**config.mk**
```make
export PLATFORM = sky130hd
export DESIGN_NAME = alu_top
export DESIGN_NICKNAME = d
export VERILOG_FILES = /design/src/source/alu_data_pkg.sv /design/src/source/alu_ops_pkg.sv /design/src/source/alu_core.sv /design/src/source/alu_shift_q.sv /design/src/source/alu_status.sv /design/src/source/alu_outmux.sv /design/src/source/alu_top.sv
export SDC_FILE = /design/constraint.sdc
export NUM_CORES = 1
export LEC_CHECK = 0
export BUFFER_PORTS_ARGS = -buffer_cell sky130_fd_sc_hd__buf_2
export CAP_MARGIN = 0
export CELL_PAD_IN_SITES_DETAIL_PLACEMENT = 0
export CELL_PAD_IN_SITES_GLOBAL_PLACEMENT = 1
export CORE_MARGIN = 8
export CORE_UTILIZATION = 45
export CTS_CLUSTER_DIAMETER = 60
export DETAILED_ROUTE_END_ITERATION = 10
export GPL_TIMING_DRIVEN = 1
export HOLD_SLACK_MARGIN = 0.1
export MAX_ROUTING_LAYER = met4
export PLACE_DENSITY_LB_ADDON = 0.2
export SETUP_SLACK_MARGIN = 0.3
export SLEW_MARGIN = 20
export SYNTH_ARGS = -nofsm -noshare
export SYNTH_HDL_FRONTEND = slang
export SYNTH_SLANG_ARGS = --single-unit
```
**constraint.sdc**
```tcl
create_clock -name aluclk -period 14.35 [get_ports aluclk]
set_input_delay 4.305 -clock aluclk [delete_from_list [all_inputs] [get_ports aluclk]]
set_output_delay 4.305 -clock aluclk [all_outputs]
set_load 0.005 [all_outputs]
```
**src/source/alu_data_pkg.sv**
```systemverilog
/*
  ALU data types
  data word, flag set and the registered bus output word
*/
package alu_data_pkg;

  // datapath width in bits
  localparam int word_width = 16;

  // one data word, used for operands, result and Q
  typedef logic [word_width-1:0] word_t;

  // condition flags as kept by the status register
  typedef struct packed {
    logic carry;  // adder carry out of the msb
    logic ovf;    // two's complement overflow
    logic zero;   // shifted result is all zero
    logic sign;   // msb of the shifted result
  } flags_t;

  // what leaves the datapath one cycle after a strobe
  typedef struct packed {
    word_t  data;   // selected source word
    flags_t flags;  // flags after this microinstruction
  } bus_out_t;

endpackage

```
**src/source/alu_ops_pkg.sv**
```systemverilog
/*
  ALU microinstruction encodings
  field codes for the operand pair, function, destination, carry in,
  shift fill and bus source, and the microinstruction word itself
*/
package alu_ops_pkg;
  import alu_data_pkg::*;

  // R and S operand pairs, as in the classic bit-slice parts
  typedef enum logic [2:0] {
    r_a_s_q    = 3'd0,
    r_a_s_b    = 3'd1,
    r_zero_s_q = 3'd2,
    r_zero_s_b = 3'd3,
    r_zero_s_a = 3'd4,
    r_d_s_a    = 3'd5,
    r_d_s_q    = 3'd6,
    r_d_s_zero = 3'd7
  } src_sel_e;

  // function codes, code 7 is unused
  typedef enum logic [2:0] {
    f_add    = 3'd0,  // r + s + cin
    f_subr   = 3'd1,  // s + ~r + cin
    f_subs   = 3'd2,  // r + ~s + cin
    f_or     = 3'd3,
    f_and    = 3'd4,
    f_xor    = 3'd5,
    f_pass_s = 3'd6
  } func_e;

  // destination and shift control
  typedef enum logic [2:0] {
    d_none   = 3'd0,  // y = f
    d_load_q = 3'd1,  // q = f, y = f
    d_shr    = 3'd2,  // y = f >> 1
    d_shl    = 3'd3,  // y = f << 1, zero fill
    d_dshr   = 3'd4   // {f,q} >> 1 as one double word
  } dest_e;

  // carry into the adder
  typedef enum logic [1:0] {
    c_zero = 2'd0,
    c_one  = 2'd1,
    c_flag = 2'd2   // stored carry flag
  } cin_sel_e;

  // bit shifted into the msb on right shifts
  typedef enum logic [1:0] {
    s_zero  = 2'd0,
    s_sign  = 2'd1,  // f bit 15
    s_carry = 2'd2   // stored carry flag
  } fill_sel_e;

  // internal data bus source
  typedef enum logic [1:0] {
    b_result = 2'd0,  // shifted result y
    b_q      = 2'd1,  // q before this update
    b_flags  = 2'd2,  // flags before this update, in the low bits
    b_d      = 2'd3   // the d field passed straight through
  } bus_sel_e;

  // one microinstruction
  typedef struct packed {
    src_sel_e  src;
    func_e     func;
    dest_e     dest;
    cin_sel_e  cin;
    fill_sel_e fill;
    bus_sel_e  bus;
    logic      set_flags;
    word_t     d;
  } alu_uop_t;

endpackage

```
**src/source/alu_core.sv**
```systemverilog
/*
  ALU core
  operand selection, carry in choice and the function unit,
  with adder carry and overflow out, all combinational
*/
`timescale 1ns/1ps

module alu_core import alu_data_pkg::*, alu_ops_pkg::*; (
  input  alu_uop_t uop,
  input  word_t    a,
  input  word_t    b,
  input  word_t    q,
  input  flags_t   flags,
  output word_t    f,
  output logic     carry_out,
  output logic     ovf_out
);

  word_t               r;
  word_t               s;
  word_t               op_x;
  word_t               op_y;
  logic                cin;
  logic                arith;
  logic [word_width:0] sum;

  // r operand from the source pair
  always_comb begin : r_mux
    case (uop.src)
      r_a_s_q, r_a_s_b:                     r = a;
      r_d_s_a, r_d_s_q, r_d_s_zero:         r = uop.d;
      default:                              r = '0;
    endcase
  end

  // s operand from the source pair
  always_comb begin : s_mux
    case (uop.src)
      r_a_s_q, r_zero_s_q, r_d_s_q:         s = q;
      r_a_s_b, r_zero_s_b:                  s = b;
      r_zero_s_a, r_d_s_a:                  s = a;
      default:                              s = '0;
    endcase
  end

  always_comb begin : cin_mux
    case (uop.cin)
      c_zero:  cin = 1'b0;
      c_one:   cin = 1'b1;
      c_flag:  cin = flags.carry;
      default: cin = 1'b0;
    endcase
  end

  // subtraction inverts one adder input, the carry in completes it
  always_comb begin : adder_inputs
    op_x  = r;
    op_y  = s;
    arith = 1'b1;
    case (uop.func)
      f_add:   arith = 1'b1;
      f_subr:  op_x = ~r;
      f_subs:  op_y = ~s;
      default: arith = 1'b0;
    endcase
  end

  assign sum = {1'b0, op_x} + {1'b0, op_y} + {{word_width{1'b0}}, cin};

  always_comb begin : func_unit
    case (uop.func)
      f_or:     f = r | s;
      f_and:    f = r & s;
      f_xor:    f = r ^ s;
      f_pass_s: f = s;
      default:  f = sum[word_width-1:0];
    endcase
  end

  // logic functions report no carry and no overflow
  assign carry_out = arith & sum[word_width];
  // same input signs but a different result sign
  assign ovf_out = arith & (op_x[word_width-1] == op_y[word_width-1]) &
                   (sum[word_width-1] != op_x[word_width-1]);

endmodule

```
**src/source/alu_shift_q.sv**
```systemverilog
/*
  ALU shifter and Q register
  forms y from f by the destination code, and keeps Q with load
  and double right shift, written only on a strobe
*/
`timescale 1ns/1ps

module alu_shift_q import alu_data_pkg::*, alu_ops_pkg::*; (
  input  logic      aluclk,
  input  logic      rst,
  input  logic      uop_valid,
  input  dest_e     dest,
  input  fill_sel_e fill,
  input  logic      carry,
  input  word_t     f,
  output word_t     y,
  output word_t     q
);

  logic  fill_bit;
  word_t q_next;

  // bit entering the msb on a right shift
  always_comb begin : fill_mux
    case (fill)
      s_zero:  fill_bit = 1'b0;
      s_sign:  fill_bit = f[word_width-1];
      s_carry: fill_bit = carry;
      default: fill_bit = 1'b0;
    endcase
  end

  always_comb begin : shifter
    y      = f;
    q_next = q;
    case (dest)
      d_none:   y = f;
      d_load_q: q_next = f;
      d_shr:    y = {fill_bit, f[word_width-1:1]};
      // left shift always brings in zero
      d_shl:    y = {f[word_width-2:0], 1'b0};
      d_dshr: begin
        // f lsb drops into the q msb
        y      = {fill_bit, f[word_width-1:1]};
        q_next = {f[0], q[word_width-1:1]};
      end
      default:  y = f;
    endcase
  end

  // q holds unless a strobe carries a q destination
  always_ff @(posedge aluclk) begin
    if (rst) begin
      q <= '0;
    end else if (uop_valid) begin
      q <= q_next;
    end
  end

endmodule

```
**src/source/alu_status.sv**
```systemverilog
/*
  ALU status flags
  builds the next flag set from the adder and the shifted result,
  and loads it on a strobe that asks for a flag update
*/
`timescale 1ns/1ps

module alu_status import alu_data_pkg::*; (
  input  logic   aluclk,
  input  logic   rst,
  input  logic   uop_valid,
  input  logic   set_flags,
  input  logic   carry_out,
  input  logic   ovf_out,
  input  word_t  y,
  output flags_t next_flags,
  output flags_t flags
);

  logic load;

  assign load = uop_valid & set_flags;

  // zero and sign look at y, after the shifter
  always_comb begin : flag_gen
    next_flags.carry = carry_out;
    next_flags.ovf   = ovf_out;
    next_flags.zero  = (y == '0);
    next_flags.sign  = y[word_width-1];
  end

  always_ff @(posedge aluclk) begin
    if (rst) begin
      flags <= '0;
    end else if (load) begin
      flags <= next_flags;
    end
  end

endmodule

```
**src/source/alu_outmux.sv**
```systemverilog
/*
  ALU output mux
  registers the selected bus source with the flags after this
  microinstruction, and raises bus_valid one cycle after a strobe
*/
`timescale 1ns/1ps

module alu_outmux import alu_data_pkg::*, alu_ops_pkg::*; (
  input  logic     aluclk,
  input  logic     rst,
  input  logic     uop_valid,
  input  bus_sel_e bus,
  input  logic     set_flags,
  input  word_t    y,
  input  word_t    q,
  input  word_t    d,
  input  flags_t   next_flags,
  input  flags_t   flags,
  output bus_out_t bus_out,
  output logic     bus_valid
);

  word_t  sel_word;
  flags_t sel_flags;

  // q and flags here are still the values from before this edge
  always_comb begin : word_mux
    case (bus)
      b_result: sel_word = y;
      b_q:      sel_word = q;
      b_flags:  sel_word = {{(word_width - $bits(flags_t)){1'b0}}, flags};
      b_d:      sel_word = d;
      default:  sel_word = y;
    endcase
  end

  // flags as they will be after the edge
  assign sel_flags = set_flags ? next_flags : flags;

  always_ff @(posedge aluclk) begin
    if (rst) begin
      bus_valid <= 1'b0;
      bus_out   <= '0;
    end else begin
      bus_valid <= uop_valid;
      // output word only moves when a result is produced
      if (uop_valid) begin
        bus_out.data  <= sel_word;
        bus_out.flags <= sel_flags;
      end
    end
  end

endmodule

```
**src/source/alu_top.sv**
```systemverilog
/*
  ALU datapath top
  core, shifter with Q, status flags and output mux,
  one result out per microinstruction strobe
*/
`timescale 1ns/1ps

module alu_top import alu_data_pkg::*, alu_ops_pkg::*; (
  input  logic     aluclk,
  input  logic     rst,
  input  logic     uop_valid,
  input  alu_uop_t uop,
  input  word_t    a,
  input  word_t    b,
  output bus_out_t bus_out,
  output logic     bus_valid
);

  word_t  f;
  word_t  y;
  word_t  q;
  logic   carry_out;
  logic   ovf_out;
  flags_t next_flags;
  flags_t flags;

  alu_core i_alu_core (
    .uop       (uop),
    .a         (a),
    .b         (b),
    .q         (q),
    .flags     (flags),
    .f         (f),
    .carry_out (carry_out),
    .ovf_out   (ovf_out)
  );

  // right shift fill uses the stored carry, not this cycle's
  alu_shift_q i_alu_shift_q (
    .aluclk    (aluclk),
    .rst       (rst),
    .uop_valid (uop_valid),
    .dest      (uop.dest),
    .fill      (uop.fill),
    .carry     (flags.carry),
    .f         (f),
    .y         (y),
    .q         (q)
  );

  alu_status i_alu_status (
    .aluclk     (aluclk),
    .rst        (rst),
    .uop_valid  (uop_valid),
    .set_flags  (uop.set_flags),
    .carry_out  (carry_out),
    .ovf_out    (ovf_out),
    .y          (y),
    .next_flags (next_flags),
    .flags      (flags)
  );

  alu_outmux i_alu_outmux (
    .aluclk     (aluclk),
    .rst        (rst),
    .uop_valid  (uop_valid),
    .bus        (uop.bus),
    .set_flags  (uop.set_flags),
    .y          (y),
    .q          (q),
    .d          (uop.d),
    .next_flags (next_flags),
    .flags      (flags),
    .bus_out    (bus_out),
    .bus_valid  (bus_valid)
  );

endmodule

```
== Word-level counts from Yosys, hierarchy flattened ==
Index checks and enable logic that the tools add are counted.
Word-level totals
  flip-flop bits (word level): 41
  output and inout port bits: 21
  word-level logic and storage cells: 73
  bits of input ports: 67
Operators by class
  reductions and logical operators: 13
  bitwise gates (word level): 9
  add/subtract/negate cells: 2
  equal/unequal tests: 26
  multiplexer cells: 12
Operator list (number)
  $pmux W16 S4: 2
  $pmux W16 S2: 3
  $pmux W16 S3: 1
  $mux W16: 2
  $not A16 Y16: 2
  $eq A3 B3 Y1 const B: 8
  $eq A3 B2 Y1 const B: 6
  $add A16 B16 Y17: 1
  $add A17 B1 Y17: 1
  $and A16 B16 Y16: 1
  $logic_not A16 Y1: 1
  $or A16 B16 Y16: 1
  $xor A16 B16 Y16: 1
  $eq A3 B1 Y1 const B: 3
  $reduce_or A3 Y1: 3
  $eq A2 B2 Y1 const B: 4
  $reduce_or A2 Y1: 4
  $eq A2 B1 Y1 const B: 3
  $logic_not A3 Y1: 2
  $and A1 B1 Y1: 4
  $mux W4: 1
  $pmux W1 S2: 2
  $logic_not A2 Y1: 1
  $reduce_and A2 Y1: 1
  4 further kinds: 4

== Depth between registers and ports, before layout ==
Gate-level depths: netlist of run 1.
  depth in word-level cells: 12
  mapped depth: 20
  mapped depth without buffers: 17

== By module ==
Synthesis of run 1 repeated with hierarchy kept, for this count alone.
Second synthesis, totals
  cells, all modules: 804
  area, all modules: 6264.8 µm²
By module, submodules not included
  alu_core: cells each 449, instances 1, area an instance 3229.3 µm²
  alu_shift_q: cells each 211, instances 1, area an instance 1650.3 µm²
  alu_outmux: cells each 119, instances 1, area an instance 1174.9 µm²
  alu_status: cells each 25, instances 1, area an instance 210.2 µm²

== Worst setup path before layout of run 1 ==
Ideal clock, no wire load.
  path kind: input-to-reg
  from: input uop[26] in the netlist's numbering
  to: register i_alu_outmux.bus_out[1] (netlist name)
  arrival time: 8930 ps
  slack: 5349 ps
  stages: 20
  buffers on the path: 5
  cells stage by stage: clkbuf_1 -> buf_2 -> clkbuf_1 -> nor3b_1 -> buf_1 -> clkbuf_1 -> xnor2_1 -> fa_1 -> inv_1 -> fa_1 -> nand2b_1 -> a21oi_1 -> o2111ai_1 -> and2_1 -> o311a_1 -> a21o_1 -> nor3_1 -> nand4_1 -> nor4_2 -> o21bai_1
Between the ends
  cells in the longest elaborated chain, start to end: 9
  elaborated cells on any way between the ends: 15
Ends and longest elaborated chain
  start, declared: line alu_top.sv:12  | input alu_uop_t uop,
  $eq A3 B1 Y1 / $eq A3 B2 Y1 (equally long branches): line alu_core.sv:60  | case (uop.func)
  $mux W16: line alu_core.sv:60
  $add A16 B16 Y17: line alu_core.sv:68  | assign sum = {1'b0, op_x} + {1'b0, op_y} + {{word_width{1'b0}}, cin};
  $add A17 B1 Y17: line alu_core.sv:68
  $pmux W16 S4 *: line alu_core.sv:71  | case (uop.func)
  $pmux W1 S2: line alu_shift_q.sv:25  | case (fill)
  $pmux W16 S2 *: line alu_shift_q.sv:36  | case (dest)
  $logic_not A16 Y1 *: line alu_status.sv:28  | next_flags.zero = (y == '0);
  $mux W4 *: line alu_outmux.sv:38  | assign sel_flags = set_flags ? next_flags : flags;
Mark *: on every way between the ends. The rest lies on a longest branch, timed or not.
A chain may end at the register's enable or synchronous reset.

== Final worst setup path of run 1 ==
  from: input uop[31] in the netlist's numbering
  to: register i_alu_outmux.bus_out[1] (netlist name)
Between the ends
  cells in the longest elaborated chain, start to end: 12
  elaborated cells on any way between the ends: 29
Ends and longest elaborated chain
  $eq A3 B2 Y1, or another cell as far along: line alu_core.sv:38  | case (uop.src)
  $reduce_or A3 Y1, or another cell as far along: line alu_core.sv:38
  $pmux W16 S3 / $pmux W16 S2 (equally long branches): line alu_core.sv:38, alu_core.sv:29
  $not A16 Y16, on equally long branches: line alu_core.sv:63, alu_core.sv:62
  $mux W16: line alu_core.sv:60
  $add A16 B16 Y17: line alu_core.sv:68
  $add A17 B1 Y17: line alu_core.sv:68
  $pmux W16 S4 *: line alu_core.sv:71
  $pmux W1 S2: line alu_shift_q.sv:25
  $pmux W16 S2 *: line alu_shift_q.sv:36
  $logic_not A16 Y1 *: line alu_status.sv:28
  $mux W4 *: line alu_outmux.sv:38
Marks and branches as above.

==> flow_summary.ini, run 1 <==
[detailed_routing]
vias = 6392
wl_per_cell_um = 24.91
drc_errors = 0
met3_length_um = 2443
routed_via_density = 6.714
wl_met2_um = 10190
first_iter_violations = 749
drt_wl_total_um = 23710
postRouteAntennaNets = 0
highest-signal-layer = met4
drt-pass1-iter-count = 5
wl_met1_um = 10200

[setup_path]
rrSetupSlack_ns = 9.84
crit_end = i_alu_outmux.bus_out[1]
r2r-start = i_alu_shift_q.q[0]
worstSetupEndpointType = flip-flop
cp-start-kind = primary input
path_max_fanout = 22
rr_endpoint = i_alu_outmux.bus_out[1]
crit_start = uop[31]
worstPathArrival_ns = 9.44
cp_data_required_time_ns = 14.57
r2r_cells = 15
path_class = in2reg

[die]
dieHeight_um = 126.6
rows = 40
core-area_um2 = 11960
initial_utilization = 0.4598
die_x_um = 126.6
dieArea_um2 = 16020
ioPinCount = 88

[logic_synthesis]
syn_avg_cell_area_um2 = 7.199
synth-edff-count = 0
synth_cell_types = 70
ys_async_sr_fraction = 0
synth_area_leaders = dfxtp_1 (15%), ha_1 (12%), xnor2_1 (5.4%)
syn_inst = 764
synthFlopType = dfxtp_1
synth_seq_cells = 41
yosysWarnings = 0
yosysTopAreaCellShare = 0.1492
yosysSeqAreaShare = 0.1492
synth_top_area_cell = dfxtp_1
synth_nets = 884
synth_area_um2 = 5500

[clock_network]
postCtsSetupRepairBufs = 0
hold_buffers = 0
insertion_delay_ns = 0.29
cts_buffers = 5
cts_sinks = 41
clk_pin_slew_ns = 0.06
cts_tree = built
ctsRootBufferMaster = clkbuf_16
htreeDepth = 2
cts_resized = 0
cts_buffer_depth = 2

[global_routing]
grt_max_degree = 41
grt_antenna_before_repair = 0
grt-ovfl-total = 0
grt_use_total = 0.2899
grt_first_pass_wirelength_um = 35110
grt_pass1_vias = 5797

[finish]
seq_area_um2 = 820.8
drive_above_1_share = 0.1404
area_growth_pct = 10.08
antenna_cells = 0
postLayoutCoreUtil = 0.5062
layout_common_cells = buf_2 (87), nor2_1 (72), nand2_1 (60)
n_fill_cell = 1235
post_layout_nonfiller_instances = 952
multi_input_area_um2 = 4248
nets = 925
final_common_cell = buf_2

[pwr]
p_leak_uw = 0.002689
max-vdd-ir-drop_v = 0.00005111
power_density_nw_per_um2 = 83.93

[placement]
port_buffers = 87
place_congestion = 1.012
dpl.cell_count = 945
hpwl_um = 18380

[sta]
finalCritPeriodShare = 0.6429
hold_violations = 0
fmax_mhz = 108.4
period_needed_ns = 9.226
setup_viol = 0
maxSlewViolCount = 0
worst_pin_slew_ns = 1.051
fin_skew_ns = 0.004066
rsz0062_at_grt = no
relSlewSlack = 0.2981
fin_hold_ws_ns = 0.4641
timing.setup.tns_ns = 0

[status]
status = finished, final reports clean

[min_path]
hold_path.class = reg2reg

[run]
drv_cap = 0
-- power breakdown --
group / switching, µW / internal (µW)
Sequential: 7.03 / 121
Clock: 46.2 / 63.9
Combinational: 172 / 98.8
-- sequential cells by signal, indices dropped and copies added (netlist names) --
signal / count
i_alu_shift_q.q: 16
i_alu_outmux.bus_valid: 1
i_alu_status.flags: 4
i_alu_outmux.bus_out: 20
-- per-stage QoR --
| stage | instance area (µm²) | worst slack (ns) | total power [µW] |
|---|---|---|---|
| final | 6055 | 5.124 | 508.2 |
| after global routing | 6055 | 4.805 | 535.0 |
| after CTS | 6050 | 5.252 | 501.2 |
| after detailed placement | 5912 | 4.954 | 391.7 |
| after global placement | 5912 | 5.202 | 388.8 |
| after floorplan | 5500 | 5.349 | 311.8 |
-- worst min-delay path by stage --
stage / startpoint / end / slack (ns) / cells past startpoint
2_1_floorplan: i_alu_status.flags[2] / i_alu_status.flags[2] / 0.44 / 2
3_3_place_gp: i_alu_status.flags[2] / i_alu_status.flags[2] / 0.45 / 2
3_5_place_dp: i_alu_status.flags[2] / i_alu_status.flags[2] / 0.46 / 2
4_1_cts: i_alu_status.flags[2] / i_alu_status.flags[2] / 0.47 / 2
5_1_grt: i_alu_status.flags[2] / i_alu_status.flags[2] / 0.49 / 2
6_report: i_alu_status.flags[2] / i_alu_status.flags[2] / 0.46 / 2
-- kinds of logic (layout without fill, tap and decap cells) --
group	count (synthesis)	after routing	synth area share
compound gates	279	279	0.3537
simple gates	229	229	0.2045
buf+inv	110	151	0.08121
fa+ha+maj	53	53	0.1233
flops	41	41	0.1492
xor+xnor	40	40	0.06369
mux	12	12	0.02434
-- cell type report --
cell class / instances / area share
inverter: 53 / 0.03286
tap: 147 / 0.03038
sequential: 41 / 0.1356
clock inverter: 1 / 0.001447
clock buffer: 6 / 0.02129
timing repair buffer: 91 / 0.07688
multi-input combinational: 613 / 0.7016
-- synth_stat cells, drive strengths merged, types with 2 or more instances --
cell type / instances
nor2: 73
inv: 53
o22a: 4
buf: 11
a2bb2oi: 3
a221oi: 6
nor3b: 7
o211ai: 11
nand3: 11
o2bb2ai: 10
o21ai: 44
a221o: 2
a22oi: 16
ha: 51
fa: 2
nand4: 7
o21a: 3
a21oi: 59
or4: 3
a21o: 20
a31oi: 6
o221ai: 15
dfxtp: 41
nand3b: 5
nor3: 19
o22ai: 10
nor2b: 6
a32oi: 2
mux2i: 10
o21bai: 3
and4: 4
nor4: 2
a211oi: 25
a222oi: 11
and3: 9
or2: 2
xor2: 6
nand2: 60
nand2b: 13
and2: 5
a22o: 9
clkbuf: 46
a311oi: 7
xnor2: 34
-- routing by layer --
layer | GRT usage | vias to the layer above
met5 | - | -
met4 | 0.09908 | 0
met3 | 0.05488 | 55
met2 | 0.4280 | 345
met1 | 0.3871 | 3070
li1 | - | 2922
-- critical path: stages --
cell       delay (ns)
buf_2            0.12
nor2b_4          0.50
nor2_1           0.35
a222oi_1         0.66
xnor2_1          0.21
fa_1             0.22
inv_1            0.06
fa_1             0.45
nand2b_1         0.19
a21oi_1          0.37
o2111ai_1        0.28
and2_1           0.25
o311a_1          0.42
a21o_1           0.20
nor3_1           0.23
nand4_1          0.14
nor4_2           0.32
o21bai_1         0.15
(Power assumes the default switching activity.)
==> inputs of run 2 (changes only) <==
ABC_AREA = 1   (was default)
CORE_UTILIZATION = 36   (was 45)
clock period = 8.2 ns   (was 14.35 ns; I/O delays follow)
==> flow_summary.ini, run 2 <==
[min_path]
whs_path_depth = 2
hp-start = i_alu_outmux.bus_out[5]
min_to = i_alu_outmux.bus_out[5]
hold_path.class = reg2reg

[clock_network]
ctsRootBufferMaster = clkbuf_16
cts_buffers = 5
cts_tree = built
cts_buffer_depth = 2
htreeDepth = 2
cts_resized = 0
insertion_delay_ns = 0.29
clk_pin_slew_ns = 0.06
hold_buffers = 0
postCtsSetupRepairBufs = 0
cts_sinks = 41

[logic_synthesis]
yosysWarnings = 0
synth_top_family_by_area = simple AND/OR/NAND/NOR gates
syn_avg_cell_area_um2 = 5.821
ys_async_sr_fraction = 0
synth_compound_area_frac = 0.1866
synthXorXnorAreaFrac = 0.05699
synth_top_area_cell = nand2_1
synth_most_common_cell = nand2_1
synth_seq_cells = 41
syn_inst = 924
synth-adder-area-share = 0.1261
synth_area_um2 = 5379
synth-edff-count = 0
synth_common_cells = nand2_1 (265), inv_1 (151), nand3_1 (81)
synth_area_leaders = nand2_1 (18%), dfxtp_1 (15%), ha_1 (12%)
synthFlopType = dfxtp_1
yosysSeqAreaShare = 0.1526
synthMuxAreaShare = 0
yosysTopAreaCellShare = 0.1849
synth_simple_gate_area_frac = 0.3373
synth_cell_types = 38
synth_nets = 1044

[placement]
place_congestion = 0.9048
port_buffers = 87
post_dp_cell_area_um2 = 5918
hpwl_um = 15960

[finish]
final_common_cell = nand2_1
postLayoutCoreUtil = 0.4156
largest_reg_flops = 20
area_growth_pct = 12.72
stdcell_area_um2 = 6063
antenna_cells = 0
drive_above_1_share = 0.1192
nets = 1109
layout_common_cells = nand2_1 (265), inv_1 (151), buf_2 (87)
reg_top3 = i_alu_outmux.bus_out (20), i_alu_shift_q.q (16), i_alu_status.flags (4)
largest_register = i_alu_outmux.bus_out

[global_routing]
grt_pass1_vias = 5792
grt-ovfl-total = 0
grt_antenna_before_repair = 0
grt_first_pass_wirelength_um = 31600
grt_max_degree = 26
grt_use_total = 0.2078

[die]
core-area_um2 = 14590
die_x_um = 138.2
rows = 44
ioPinCount = 88
dieHeight_um = 138.2
initial_utilization = 0.3687
dieArea_um2 = 19110

[detailed_routing]
routed_via_density = 5.167
drc_errors = 0
vias = 6066
first_iter_violations = 521
drt-pass1-iter-count = 5
drt_wl_total_um = 20100
postRouteAntennaNets = 0
wl_per_cell_um = 17.12

[setup_path]
path_max_fanout = 9
cp-start-kind = primary input
path_class = in2reg
worstPathArrival_ns = 5.93
r2r_cells = 17
worstSetupEndpointType = flip-flop
rrSetupSlack_ns = 4.98
rr_endpoint = i_alu_status.flags[1]
r2r-start = i_alu_status.flags[3]
cp_data_required_time_ns = 8.42

[run]
drv_cap = 0

[sta]
rsz0062_at_grt = no
finalCritPeriodShare = 0.6961
hold_violations = 0
worst_pin_slew_ns = 1.147
relSlewSlack = 0.2326
setup_viol = 0
fin_skew_ns = 0.004378
maxSlewViolCount = 0
period_needed_ns = 5.708
timing.setup.tns_ns = 0
fmax_mhz = 175.2
fin_hold_ws_ns = 0.4639

[pwr]
p_leak_uw = 0.003273
max-vdd-ir-drop_v = 0.00006955
total_power_uw = 819.6
power_density_nw_per_um2 = 135.2

[status]
status = finished, final reports clean
run 2: cell types whose count changed after synthesis, moves of 16 or more:
| cell | previous run | this run |
|---|---|---|
| nand3_1 | 11 | 81 |
| a211oi_1 | 25 | 1 |
| a21o_1 | 20 | 0 |
| inv_1 | 53 | 151 |
| a22oi_1 | 16 | 0 |
| nand2_1 | 60 | 265 |
| clkbuf_1 | 46 | 21 |
| xnor2_1 | 34 | 2 |
| xor2_1 | 6 | 33 |
run 2: stage by stage:
step	cells	worst slack, ns
floorplan	924	2.741
global placement	1166	2.078
detailed placement	1166	2.012
CTS	1174	2.300
global route	1174	2.171
finish	1174	2.492
run 2: layout make-up:
cell class,instances,area [µm²]
well taps,184,230.2
multi-input cells,692,3805
clock inverters,3,17.52
inverters,157,591.8
repair buffers,92,473.0
clock buffers,5,125.1
flip-flops and latches,41,820.8
fillers,1657,8526
run 2: logic make-up (layout without fill, tap and decap cells):
kind of cell,Yosys count,after routing
simple gates,433,433
buf+inv,191,257
compound gates,171,171
fa+ha+maj,53,53
flops,41,41
xor+xnor,35,35
run 2: worst max path at each step:
stage | start | slack, ns | end | depth (start not counted)
2_1_floorplan | uop[27] | 2.74 | i_alu_outmux.bus_out[1] | 22
3_3_place_gp | uop[29] | 2.08 | i_alu_outmux.bus_out[1] | 21
3_5_place_dp | uop[29] | 2.01 | i_alu_outmux.bus_out[1] | 21
4_1_cts | uop[29] | 2.30 | i_alu_outmux.bus_out[1] | 21
5_1_grt | uop[30] | 2.17 | i_alu_outmux.bus_out[1] | 23
6_report | uop[31] | 2.49 | i_alu_status.flags[1] | 22
run 2: metal layers:
metal / share of wire / GRT usage
met4: 0.015 / 0.04291
met3: 0.046 / 0.02671
met2: 0.46 / 0.3344
met1: 0.48 / 0.2726
met5: 0 / -
run 2: worst max-delay path, stage by stage:
cell and delay (ns):
buf_2 0.12, nand2_1 0.24, nand2_2 0.24, inv_2 0.21, nand2_1 0.09, nand3_1 0.16
xor2_1 0.19, fa_1 0.22, inv_1 0.07, fa_1 0.40, inv_1 0.11, nand3_1 0.09
nand3_1 0.18, xnor2_1 0.14, nand2_1 0.12, nand3_1 0.11, nand3_1 0.13, nor2_1 0.13
nand2_1 0.08, nor2_1 0.15, nand4_1 0.14, a21oi_1 0.13
run 2: report_power, final:
part,switching (µW),total (µW),internal [µW],leakage [µW]
Sequential,7.98,218,210,0.000335
Combinational,269,403,135,0.00287
Clock,86.3,198,112,0.0000696
Total,363,820,457,0.00327
